### src/hw/dual_issue_params.svh
`ifndef DUAL_ISSUE_PARAMS_SVH
`define DUAL_ISSUE_PARAMS_SVH

// Width of data, PCs and results
`define DI_XLEN 32

// Pair slots in the issue buffer, equal to the upstream's starting credits
`define DI_ISSUE_DEPTH 4

// Starting credits of the retire consumer
`define DI_RETIRE_CREDITS 2

`endif

### src/hw/dual_issue_pkg.sv
package dual_issue_pkg;

    // Opcode of one slot, also its writeback select in MEM
    typedef enum logic [3:0] {
        OP_NOP     = 4'h0,
        OP_ADD     = 4'h1,
        OP_SUB     = 4'h2,
        OP_AND     = 4'h3,
        OP_OR      = 4'h4,
        OP_XOR     = 4'h5,
        OP_SLT     = 4'h6,  // Signed compare
        OP_MUL     = 4'h7,  // Slot B only
        OP_BEQ     = 4'h8,  // Slot A only
        OP_SYSCALL = 4'h9
    } alu_op_e;

    // Exception code raised in MEM, zero means none
    typedef enum logic [6:0] {
        ECODE_NONE    = 7'h00,
        ECODE_SYS     = 7'h0b,
        ECODE_ILLEGAL = 7'h0d   // Opcode in the wrong slot
    } ecode_e;

endpackage

### src/hw/dual_issue_top.sv
`timescale 1ns/1ps
`include "dual_issue_params.svh"

module dual_issue_top import dual_issue_pkg::*; (
    input  logic                clk,
    input  logic                arst_n,
    input  logic                in_valid,
    input  logic [`DI_XLEN-1:0] in_pc_a,
    input  alu_op_e             in_op_a,
    input  logic [`DI_XLEN-1:0] in_src1_a,
    input  logic [`DI_XLEN-1:0] in_src2_a,
    input  logic [4:0]          in_rd_a,
    input  logic                in_we_a,
    input  logic [`DI_XLEN-1:0] in_pc_b,
    input  alu_op_e             in_op_b,
    input  logic [`DI_XLEN-1:0] in_src1_b,
    input  logic [`DI_XLEN-1:0] in_src2_b,
    input  logic [4:0]          in_rd_b,
    input  logic                in_we_b,
    output logic                in_credit,
    input  logic                flush,
    input  logic                retire_credit,
    output logic                retire_valid,
    output logic [`DI_XLEN-1:0] retire_pc_a,
    output logic [`DI_XLEN-1:0] retire_pc_b,
    output logic                retire_we_a,
    output logic                retire_we_b,
    output logic [4:0]          retire_rd_a,
    output logic [4:0]          retire_rd_b,
    output logic [`DI_XLEN-1:0] retire_wdata_a,
    output logic [`DI_XLEN-1:0] retire_wdata_b
);

    // Buffer head
    logic                head_valid, head_we_a, head_we_b;
    logic [`DI_XLEN-1:0] head_pc_a, head_pc_b;
    logic [`DI_XLEN-1:0] head_src1_a, head_src2_a, head_src1_b, head_src2_b;
    alu_op_e             head_op_a, head_op_b;
    logic [4:0]          head_rd_a, head_rd_b;

    // EX outputs
    logic                ex_valid, ex_we_a, ex_we_b, br_a;
    logic [`DI_XLEN-1:0] ex_pc_a, ex_pc_b, ex_result_a, ex_result_b;
    alu_op_e             ex_op_a, ex_op_b;
    logic [4:0]          ex_rd_a, ex_rd_b;
    logic [63:0]         mul_lo_part, mul_hi_part;

    // MEM stage
    alu_op_e             mem_op_a, mem_op_b;
    logic [`DI_XLEN-1:0] mem_result_a, mem_result_b, mem_wdata_a, mem_wdata_b;
    logic [63:0]         mem_mul_lo, mem_mul_hi;
    ecode_e              mem_ecode_a, mem_ecode_b;

    // WB record
    logic                wb_valid, wb_we_a, wb_we_b;
    logic [`DI_XLEN-1:0] wb_pc_a, wb_pc_b, wb_wdata_a, wb_wdata_b;
    logic [4:0]          wb_rd_a, wb_rd_b;

    logic                stall;

    issue_buffer i_issue_buffer (.advance(!stall), .*);

    execute_pair i_execute_pair (.*);

    // MEM valid and PCs only travel on to WB
    stage_regs i_stage_regs (.mem_valid(), .mem_pc_a(), .mem_pc_b(), .*);

    mem_stage i_mem_stage (.*);

    retire_port i_retire_port (.*);

endmodule

### src/hw/execute_pair.sv
`timescale 1ns/1ps
`include "dual_issue_params.svh"

module execute_pair import dual_issue_pkg::*; (
    input  logic                head_valid,
    input  logic [`DI_XLEN-1:0] head_pc_a,
    input  alu_op_e             head_op_a,
    input  logic [`DI_XLEN-1:0] head_src1_a,
    input  logic [`DI_XLEN-1:0] head_src2_a,
    input  logic [4:0]          head_rd_a,
    input  logic                head_we_a,
    input  logic [`DI_XLEN-1:0] head_pc_b,
    input  alu_op_e             head_op_b,
    input  logic [`DI_XLEN-1:0] head_src1_b,
    input  logic [`DI_XLEN-1:0] head_src2_b,
    input  logic [4:0]          head_rd_b,
    input  logic                head_we_b,
    output logic                ex_valid,
    output logic [`DI_XLEN-1:0] ex_pc_a,
    output logic [`DI_XLEN-1:0] ex_pc_b,
    output alu_op_e             ex_op_a,
    output alu_op_e             ex_op_b,
    output logic [4:0]          ex_rd_a,
    output logic [4:0]          ex_rd_b,
    output logic                ex_we_a,
    output logic                ex_we_b,
    output logic [`DI_XLEN-1:0] ex_result_a,
    output logic [`DI_XLEN-1:0] ex_result_b,
    output logic                br_a,
    output logic [63:0]         mul_lo_part,
    output logic [63:0]         mul_hi_part
);

    function automatic logic [`DI_XLEN-1:0] alu(
        input alu_op_e             op,
        input logic [`DI_XLEN-1:0] a,
        input logic [`DI_XLEN-1:0] b
    );
        logic [`DI_XLEN-1:0] res;
        unique case (op)
            OP_ADD:  res = a + b;
            OP_SUB:  res = a - b;
            OP_AND:  res = a & b;
            OP_OR:   res = a | b;
            OP_XOR:  res = a ^ b;
            OP_SLT:  res = {{(`DI_XLEN-1){1'b0}}, $signed(a) < $signed(b)};
            default: res = '0;  // NOP, MUL, BEQ, SYSCALL
        endcase
        return res;
    endfunction

    assign ex_valid    = head_valid;
    assign ex_pc_a     = head_pc_a;
    assign ex_pc_b     = head_pc_b;
    assign ex_op_a     = head_op_a;
    assign ex_op_b     = head_op_b;
    assign ex_rd_a     = head_rd_a;
    assign ex_rd_b     = head_rd_b;
    assign ex_we_a     = head_we_a && (head_op_a != OP_BEQ);  // Branch has no destination
    assign ex_we_b     = head_we_b;
    assign ex_result_a = alu(head_op_a, head_src1_a, head_src2_a);
    assign ex_result_b = alu(head_op_b, head_src1_b, head_src2_b);

    // Taken branch, squashes the younger slot
    assign br_a = head_valid && (head_op_a == OP_BEQ) && (head_src1_a == head_src2_a);

    // Multiply split on src2 halves, summed in MEM
    assign mul_lo_part = (head_op_b == OP_MUL) ?
                         64'(head_src1_b) * 64'(head_src2_b[15:0]) : '0;
    assign mul_hi_part = (head_op_b == OP_MUL) ?
                         64'(head_src1_b) * 64'(head_src2_b[`DI_XLEN-1:16]) : '0;

endmodule

### src/hw/issue_buffer.sv
`timescale 1ns/1ps
`include "dual_issue_params.svh"

module issue_buffer import dual_issue_pkg::*; (
    input  logic                clk,
    input  logic                arst_n,
    input  logic                in_valid,
    input  logic [`DI_XLEN-1:0] in_pc_a,
    input  alu_op_e             in_op_a,
    input  logic [`DI_XLEN-1:0] in_src1_a,
    input  logic [`DI_XLEN-1:0] in_src2_a,
    input  logic [4:0]          in_rd_a,
    input  logic                in_we_a,
    input  logic [`DI_XLEN-1:0] in_pc_b,
    input  alu_op_e             in_op_b,
    input  logic [`DI_XLEN-1:0] in_src1_b,
    input  logic [`DI_XLEN-1:0] in_src2_b,
    input  logic [4:0]          in_rd_b,
    input  logic                in_we_b,
    input  logic                advance,
    input  logic                flush,
    output logic                in_credit,
    output logic                head_valid,
    output logic [`DI_XLEN-1:0] head_pc_a,
    output alu_op_e             head_op_a,
    output logic [`DI_XLEN-1:0] head_src1_a,
    output logic [`DI_XLEN-1:0] head_src2_a,
    output logic [4:0]          head_rd_a,
    output logic                head_we_a,
    output logic [`DI_XLEN-1:0] head_pc_b,
    output alu_op_e             head_op_b,
    output logic [`DI_XLEN-1:0] head_src1_b,
    output logic [`DI_XLEN-1:0] head_src2_b,
    output logic [4:0]          head_rd_b,
    output logic                head_we_b
);

    localparam int PTR_W = $clog2(`DI_ISSUE_DEPTH);
    localparam logic [PTR_W-1:0] LAST = PTR_W'(`DI_ISSUE_DEPTH - 1);

    logic [`DI_XLEN-1:0] pc_a_q [`DI_ISSUE_DEPTH];
    logic [`DI_XLEN-1:0] pc_b_q [`DI_ISSUE_DEPTH];
    alu_op_e             op_a_q [`DI_ISSUE_DEPTH];
    alu_op_e             op_b_q [`DI_ISSUE_DEPTH];
    logic [`DI_XLEN-1:0] src1_a_q [`DI_ISSUE_DEPTH];
    logic [`DI_XLEN-1:0] src1_b_q [`DI_ISSUE_DEPTH];
    logic [`DI_XLEN-1:0] src2_a_q [`DI_ISSUE_DEPTH];
    logic [`DI_XLEN-1:0] src2_b_q [`DI_ISSUE_DEPTH];
    logic [4:0]          rd_a_q [`DI_ISSUE_DEPTH];
    logic [4:0]          rd_b_q [`DI_ISSUE_DEPTH];
    logic                we_a_q [`DI_ISSUE_DEPTH];
    logic                we_b_q [`DI_ISSUE_DEPTH];

    logic [PTR_W-1:0] wr_ptr, rd_ptr;
    logic [PTR_W:0]   count;
    logic             pop;

    assign head_valid = count != '0;
    assign pop        = head_valid && (advance || flush);  // Flush discards the head
    assign in_credit  = pop;

    always_ff @(posedge clk or negedge arst_n) begin
        if (!arst_n) begin
            wr_ptr <= '0;
            rd_ptr <= '0;
            count  <= '0;
        end else begin
            if (in_valid)
                wr_ptr <= (wr_ptr == LAST) ? '0 : wr_ptr + 1'b1;
            if (pop)
                rd_ptr <= (rd_ptr == LAST) ? '0 : rd_ptr + 1'b1;
            count <= count + in_valid - pop;  // Upstream credits rule out overflow
        end
    end

    // Pair storage
    always_ff @(posedge clk) begin
        if (in_valid) begin
            pc_a_q[wr_ptr]   <= in_pc_a;
            op_a_q[wr_ptr]   <= in_op_a;
            src1_a_q[wr_ptr] <= in_src1_a;
            src2_a_q[wr_ptr] <= in_src2_a;
            rd_a_q[wr_ptr]   <= in_rd_a;
            we_a_q[wr_ptr]   <= in_we_a;
            pc_b_q[wr_ptr]   <= in_pc_b;
            op_b_q[wr_ptr]   <= in_op_b;
            src1_b_q[wr_ptr] <= in_src1_b;
            src2_b_q[wr_ptr] <= in_src2_b;
            rd_b_q[wr_ptr]   <= in_rd_b;
            we_b_q[wr_ptr]   <= in_we_b;
        end
    end

    assign head_pc_a   = pc_a_q[rd_ptr];
    assign head_op_a   = op_a_q[rd_ptr];
    assign head_src1_a = src1_a_q[rd_ptr];
    assign head_src2_a = src2_a_q[rd_ptr];
    assign head_rd_a   = rd_a_q[rd_ptr];
    assign head_we_a   = we_a_q[rd_ptr];
    assign head_pc_b   = pc_b_q[rd_ptr];
    assign head_op_b   = op_b_q[rd_ptr];
    assign head_src1_b = src1_b_q[rd_ptr];
    assign head_src2_b = src2_b_q[rd_ptr];
    assign head_rd_b   = rd_b_q[rd_ptr];
    assign head_we_b   = we_b_q[rd_ptr];

endmodule

### src/hw/mem_stage.sv
`timescale 1ns/1ps
`include "dual_issue_params.svh"

module mem_stage import dual_issue_pkg::*; (
    input  alu_op_e             mem_op_a,
    input  alu_op_e             mem_op_b,
    input  logic [`DI_XLEN-1:0] mem_result_a,
    input  logic [`DI_XLEN-1:0] mem_result_b,
    input  logic [63:0]         mem_mul_lo,
    input  logic [63:0]         mem_mul_hi,
    output logic [`DI_XLEN-1:0] mem_wdata_a,
    output logic [`DI_XLEN-1:0] mem_wdata_b,
    output ecode_e              mem_ecode_a,
    output ecode_e              mem_ecode_b
);

    logic [63:0] mul_sum;

    // High partial carries weight 2^16
    assign mul_sum = mem_mul_lo + (mem_mul_hi << 16);

    assign mem_wdata_a = mem_result_a;
    assign mem_wdata_b = (mem_op_b == OP_MUL) ? mul_sum[`DI_XLEN-1:0] : mem_result_b;

    always_comb begin
        case (mem_op_a)
            OP_SYSCALL: mem_ecode_a = ECODE_SYS;
            OP_MUL:     mem_ecode_a = ECODE_ILLEGAL;  // No multiplier in slot A
            default:    mem_ecode_a = ECODE_NONE;
        endcase
    end

    always_comb begin
        case (mem_op_b)
            OP_SYSCALL: mem_ecode_b = ECODE_SYS;
            OP_BEQ:     mem_ecode_b = ECODE_ILLEGAL;  // Branches resolve in A only
            default:    mem_ecode_b = ECODE_NONE;
        endcase
    end

endmodule

### src/hw/retire_port.sv
`timescale 1ns/1ps
`include "dual_issue_params.svh"

module retire_port (
    input  logic                clk,
    input  logic                arst_n,
    input  logic                retire_credit,
    input  logic                wb_valid,
    input  logic [`DI_XLEN-1:0] wb_pc_a,
    input  logic [`DI_XLEN-1:0] wb_pc_b,
    input  logic                wb_we_a,
    input  logic                wb_we_b,
    input  logic [4:0]          wb_rd_a,
    input  logic [4:0]          wb_rd_b,
    input  logic [`DI_XLEN-1:0] wb_wdata_a,
    input  logic [`DI_XLEN-1:0] wb_wdata_b,
    output logic                stall,
    output logic                retire_valid,
    output logic [`DI_XLEN-1:0] retire_pc_a,
    output logic [`DI_XLEN-1:0] retire_pc_b,
    output logic                retire_we_a,
    output logic                retire_we_b,
    output logic [4:0]          retire_rd_a,
    output logic [4:0]          retire_rd_b,
    output logic [`DI_XLEN-1:0] retire_wdata_a,
    output logic [`DI_XLEN-1:0] retire_wdata_b
);

    localparam int CNT_W = $clog2(`DI_RETIRE_CREDITS + 1);

    logic [CNT_W-1:0] credits;
    logic             has_credit;

    assign has_credit   = credits != '0;
    assign retire_valid = wb_valid && has_credit;
    assign stall        = wb_valid && !has_credit;  // Record waits in WB

    always_ff @(posedge clk or negedge arst_n) begin
        if (!arst_n) begin
            credits <= CNT_W'(`DI_RETIRE_CREDITS);
        end else begin
            case ({retire_credit, retire_valid})
                2'b10:   credits <= credits + 1'b1;
                2'b01:   credits <= credits - 1'b1;
                default: credits <= credits;  // Both or neither
            endcase
        end
    end

    assign retire_pc_a    = wb_pc_a;
    assign retire_pc_b    = wb_pc_b;
    assign retire_we_a    = wb_we_a;
    assign retire_we_b    = wb_we_b;
    assign retire_rd_a    = wb_rd_a;
    assign retire_rd_b    = wb_rd_b;
    assign retire_wdata_a = wb_wdata_a;
    assign retire_wdata_b = wb_wdata_b;

endmodule

### src/hw/stage_regs.sv
`timescale 1ns/1ps
`include "dual_issue_params.svh"

module stage_regs import dual_issue_pkg::*; (
    input  logic                clk,
    input  logic                arst_n,
    input  logic                stall,
    input  logic                flush,
    input  logic                ex_valid,
    input  logic [`DI_XLEN-1:0] ex_pc_a,
    input  logic [`DI_XLEN-1:0] ex_pc_b,
    input  alu_op_e             ex_op_a,
    input  alu_op_e             ex_op_b,
    input  logic [4:0]          ex_rd_a,
    input  logic [4:0]          ex_rd_b,
    input  logic                ex_we_a,
    input  logic                ex_we_b,
    input  logic [`DI_XLEN-1:0] ex_result_a,
    input  logic [`DI_XLEN-1:0] ex_result_b,
    input  logic                br_a,
    input  logic [63:0]         mul_lo_part,
    input  logic [63:0]         mul_hi_part,
    input  logic [`DI_XLEN-1:0] mem_wdata_a,
    input  logic [`DI_XLEN-1:0] mem_wdata_b,
    input  ecode_e              mem_ecode_a,
    input  ecode_e              mem_ecode_b,
    output logic                mem_valid,
    output logic [`DI_XLEN-1:0] mem_pc_a,
    output logic [`DI_XLEN-1:0] mem_pc_b,
    output alu_op_e             mem_op_a,
    output alu_op_e             mem_op_b,
    output logic [`DI_XLEN-1:0] mem_result_a,
    output logic [`DI_XLEN-1:0] mem_result_b,
    output logic [63:0]         mem_mul_lo,
    output logic [63:0]         mem_mul_hi,
    output logic                wb_valid,
    output logic [`DI_XLEN-1:0] wb_pc_a,
    output logic [`DI_XLEN-1:0] wb_pc_b,
    output logic                wb_we_a,
    output logic                wb_we_b,
    output logic [4:0]          wb_rd_a,
    output logic [4:0]          wb_rd_b,
    output logic [`DI_XLEN-1:0] wb_wdata_a,
    output logic [`DI_XLEN-1:0] wb_wdata_b
);

    logic [4:0] mem_rd_a, mem_rd_b;
    logic       mem_we_a, mem_we_b;
    logic       kill_a, kill_b;

    // An exception in the older slot also kills the younger one
    assign kill_a = mem_ecode_a != ECODE_NONE;
    assign kill_b = kill_a || (mem_ecode_b != ECODE_NONE);

    always_ff @(posedge clk or negedge arst_n) begin
        if (!arst_n) begin
            mem_valid <= 1'b0;
            mem_op_a  <= OP_NOP;
            mem_op_b  <= OP_NOP;
            {mem_pc_a, mem_pc_b, mem_rd_a, mem_rd_b, mem_we_a, mem_we_b} <= '0;
            {mem_result_a, mem_result_b, mem_mul_lo, mem_mul_hi} <= '0;
            wb_valid  <= 1'b0;
            {wb_pc_a, wb_pc_b, wb_rd_a, wb_rd_b, wb_we_a, wb_we_b} <= '0;
            {wb_wdata_a, wb_wdata_b} <= '0;
        end else if (flush) begin  // Wins over stall
            mem_valid <= 1'b0;
            mem_op_a  <= OP_NOP;
            mem_op_b  <= OP_NOP;
            {mem_pc_a, mem_pc_b, mem_rd_a, mem_rd_b, mem_we_a, mem_we_b} <= '0;
            {mem_result_a, mem_result_b, mem_mul_lo, mem_mul_hi} <= '0;
            wb_valid  <= 1'b0;
            {wb_pc_a, wb_pc_b, wb_rd_a, wb_rd_b, wb_we_a, wb_we_b} <= '0;
            {wb_wdata_a, wb_wdata_b} <= '0;
        end else if (!stall) begin
            // EX to MEM
            mem_valid    <= ex_valid;
            mem_pc_a     <= ex_pc_a;
            mem_op_a     <= ex_op_a;
            mem_rd_a     <= ex_rd_a;
            mem_we_a     <= ex_we_a;
            mem_result_a <= ex_result_a;
            if (br_a) begin
                mem_pc_b     <= '0;
                mem_op_b     <= OP_NOP;
                mem_rd_b     <= '0;
                mem_we_b     <= 1'b0;
                mem_result_b <= '0;
                mem_mul_lo   <= '0;
                mem_mul_hi   <= '0;
            end else begin
                mem_pc_b     <= ex_pc_b;
                mem_op_b     <= ex_op_b;
                mem_rd_b     <= ex_rd_b;
                mem_we_b     <= ex_we_b;
                mem_result_b <= ex_result_b;
                mem_mul_lo   <= mul_lo_part;
                mem_mul_hi   <= mul_hi_part;
            end

            // MEM to WB
            wb_valid   <= mem_valid;
            wb_pc_a    <= mem_pc_a;
            wb_pc_b    <= mem_pc_b;
            wb_rd_a    <= mem_rd_a;
            wb_rd_b    <= mem_rd_b;
            wb_we_a    <= mem_we_a && !kill_a;
            wb_we_b    <= mem_we_b && !kill_b;
            wb_wdata_a <= mem_wdata_a;
            wb_wdata_b <= mem_wdata_b;
        end
    end

endmodule

### config.mk
export PLATFORM = sky130hd
export DESIGN_NAME = dual_issue_top
export DESIGN_NICKNAME = d
export VERILOG_FILES = /design/src/hw/dual_issue_pkg.sv /design/src/hw/dual_issue_top.sv /design/src/hw/execute_pair.sv /design/src/hw/issue_buffer.sv /design/src/hw/mem_stage.sv /design/src/hw/retire_port.sv /design/src/hw/stage_regs.sv
export VERILOG_INCLUDE_DIRS = /design/src /design/src/hw
export SDC_FILE = /design/constraint.sdc
export NUM_CORES = 2
export LEC_CHECK = 0
export BUFFER_PORTS_ARGS = -buffer_cell sky130_fd_sc_hd__buf_2
export CORE_MARGIN = 8
export CORE_UTILIZATION = 35
export DETAILED_ROUTE_END_ITERATION = 6
export PLACE_DENSITY = 0.59
export SYNTH_ARGS = -nofsm -noshare
export SYNTH_HDL_FRONTEND = slang
export SYNTH_SLANG_ARGS = --single-unit
### constraint.sdc
create_clock -name clk -period 9.9 [get_ports clk]
set_input_delay 1.485 -clock clk [delete_from_list [all_inputs] [get_ports clk]]
set_output_delay 1.485 -clock clk [all_outputs]
set_load 0.005 [all_outputs]
==> results.yml <==
status:
  status: "finished with violations"
  violations: "design-rule violations"
routing:
  vias: 45100
  post_drt_wl_per_cell_um: 24.3
  totalWireLength_um: 205000
  dr.pass1.iters: 7
  drt-initial-drc-count: 3927
  avgViaCountPerCell: 5.35
  drcViolationCount: 1
  antenna_left: 0
logic_synthesis:
  synth_edf_count: 848
  synth.distinct_cells: 91
  ys_warn_count: 0
  synthFlopType: "edfxtp_1"
  synthCells: 5474
  synth_area_leader_cell: "edfxtp_1"
  yosysSeqAreaShare: 0.502
  synth_area_um2: 68000
  synth-seq-cells: 1195
  synth_top_area_share: 0.374
  syn_avg_cell_area_um2: 12.4
  syn_nets: 6410
  async_flop_share: 0.290
  synth.most_common_cell: "edfxtp_1"
  yosys-top-cells-area: "edfxtp_1 (37%), dfrtp_1 (13%), fa_1 (11%), mux4_2 (6.2%), ha_1 (6.1%)"
  yosys-top-cells-count: "edfxtp_1 (848), inv_1 (664), nand2_1 (584)"
global_routing:
  grt_max_degree: 148
  use_met3: 0.0365
  use_met1: 0.243
  antenna_found_initial: 45
  grt_first_pass_wirelength_um: 307000
  use_met2: 0.328
  busiest_layer: "met2"
  grt.total_usage: 0.193
  grt_pass1_vias: 46100
  gr-total-overflow: 0
layout:
  syn2layout_area_growth_pct: 13.4
  final_nets: 6719
  drive_gt1_frac: 0.155
cts:
  cts.clk_slew.worst_paths_ns: 0.06
  cts_buffers: 131
  clk_path_buf_depth: 3
  clk_latency_ns: 0.80
  cts_sinks: 1195
  ctsRootBufferMaster: "clkbuf_16"
  cts_max_level: 4
  cts_resized: 0
  post-cts-setup-buffers: 0
  holdBufCountCts: 0
  tritoncts: "done"
sta:
  period_share: 0.850
  slew_headroom: 0.198
  setup-violations-final: 0
  rsz0062_at_grt: "no"
  fin_skew_ns: 0.0442
  timing.final.crit_period_ns: 8.42
  slew_violations: 0
  max_freq_mhz: 119
  tns_ns: 0
  hold_viol: 0
  worst_pin_slew_ns: 1.17
setup_path:
  r2r_start: "i_issue_buffer.rd_ptr[1]"
  path_max_fanout: 35
  cp.required_ns: 10.59
  endpoint_kind: "flop"
  rrSetupSlack_ns: 1.48
  cp.arrival_ns: 9.11
  critPathLaunchType: "flop"
  r2r_end: "i_stage_regs.mem_mul_lo[30]"
  r2r_cells: 27
  worstSetupPathType: "reg2reg"
placement:
  io_buffer_count: 358
  routabilityCongestion: 0.955
  hpwl_um: 145000
die:
  die_h_um: 457
  die_w_um: 457
  initial_core_util: 0.351
  core_um2: 194000
  rows: 162
  io_pins: 359
  dieArea_um2: 209000
hold_path:
  hp-class: "reg2reg"
  hold_path_end: "i_stage_regs.wb_wdata_b[12]"
  holdPathStages: 2
  worstHoldStart: "i_stage_regs.wb_wdata_b[12]"
job:
  drv_cap: 0
## routing by layer
metal  vias up  wire, um
met1     23100     83200
met2      1629    101000
met4        22      8680
met5         -       136
li1      20000         -
met3       454     12100
## how the worst max path moves through the flow
| stage | from | endpoint | slack (ns) | cells after the start |
|---|---|---|---|---|
| final | i_issue_buffer.rd_ptr[1] | i_stage_regs.mem_mul_lo[30] | 1.48 | 27 |
| after CTS | i_issue_buffer.rd_ptr[1] | i_stage_regs.mem_mul_lo[30] | 1.55 | 27 |
| after floorplan | i_issue_buffer.rd_ptr[1] | i_stage_regs.mem_mul_lo[31] | 2.39 | 27 |
| after global placement | i_issue_buffer.rd_ptr[1] | i_stage_regs.mem_mul_lo[30] | 1.60 | 27 |
| after global routing | i_issue_buffer.rd_ptr[1] | i_stage_regs.mem_mul_lo[30] | 0.98 | 27 |
| after detailed placement | i_issue_buffer.rd_ptr[1] | i_stage_regs.mem_mul_lo[30] | 1.58 | 27 |
## sequential cells by signal, summed over array words and instances, names as in the netlist, 128 cells and up
signal and cells:
i_issue_buffer.pc_b_q 128, i_issue_buffer.src2_a_q 128, i_issue_buffer.src1_a_q 128, i_issue_buffer.pc_a_q 128, i_issue_buffer.src1_b_q 128, i_issue_buffer.src2_b_q 128
## placed cells by master, fill, tap and decap left out, types with 75 or more instances in the layout
cell	Yosys	layout
a21oi_1	203	203
a22o_1	211	211
buf_2	24	357
buf_4	8	77
clkbuf_16	0	135
dfrtp_1	346	344
edfxtp_1	848	848
fa_1	390	390
ha_1	329	329
inv_1	664	664
mux4_2	187	187
nand2_1	584	584
nor2_1	383	379
o21ai_0	220	217
xnor2_1	75	75
## metrics by stage
step                      worst slack [ns]  cell area (um2)  cells  hold slack [ns]  utilization
after floorplan                       2.39            68000   5474            0.439            -
after global placement                1.60            72700   8192            0.460        0.375
after detailed placement              1.58            72700   8192            0.469        0.375
after CTS                             1.55            77100   8430            0.481        0.398
after global routing                 0.985            77100   8433            0.507        0.398
final                                 1.48            77100   8441            0.475        0.398
## critical path, stage by stage, from the launching register on
cell and delay, ns:
dfrtp_4 0.79, buf_12 0.28, buf_4 0.51, mux2_2 0.40, o21ai_1 0.26, buf_4 0.32
inv_1 0.16, nand2_1 0.12, fa_1 0.48, fa_1 0.51, inv_1 0.05, fa_1 0.49
fa_1 0.44, fa_1 0.49, inv_1 0.05, fa_1 0.48, inv_1 0.04, ha_1 0.35
a21oi_1 0.08, o21ai_0 0.16, a21oi_1 0.10, o21ai_0 0.25, a21oi_1 0.13, a21oi_1 0.53
o211ai_1 0.20, a31oi_1 0.23, o21ai_0 0.10, a32o_1 0.26
## area by class of cell
cell class,instances,area [um2]
Fill cell,18200,117000
Sequential cell,1195,34200
Multi-Input combinational cell,3341,30300
Clock buffer,178,3650
Tap cell,2542,3180
Inverter,672,2520
Timing Repair Buffer,442,2520
Clock inverter,60,744
Antenna cell,11,27.5
## kinds of logic (layout without fill, tap and decap cells)
logic type      after synthesis  in the layout  share of synthesized area
other cells                   0             11                          0
simple gates               1192           1192                     0.0735
compound gates             1042           1042                      0.106
mux                         275            275                     0.0754
xor+xnor                    113            113                     0.0145
fa+ha+maj                   719            719                      0.175
flops                      1195           1195                      0.502
buf+inv                     938           1352                     0.0532
Power is left out: the tool's default activity adds up to more than one toggle a clock period on the data nets, which glitch-free logic cannot reach.
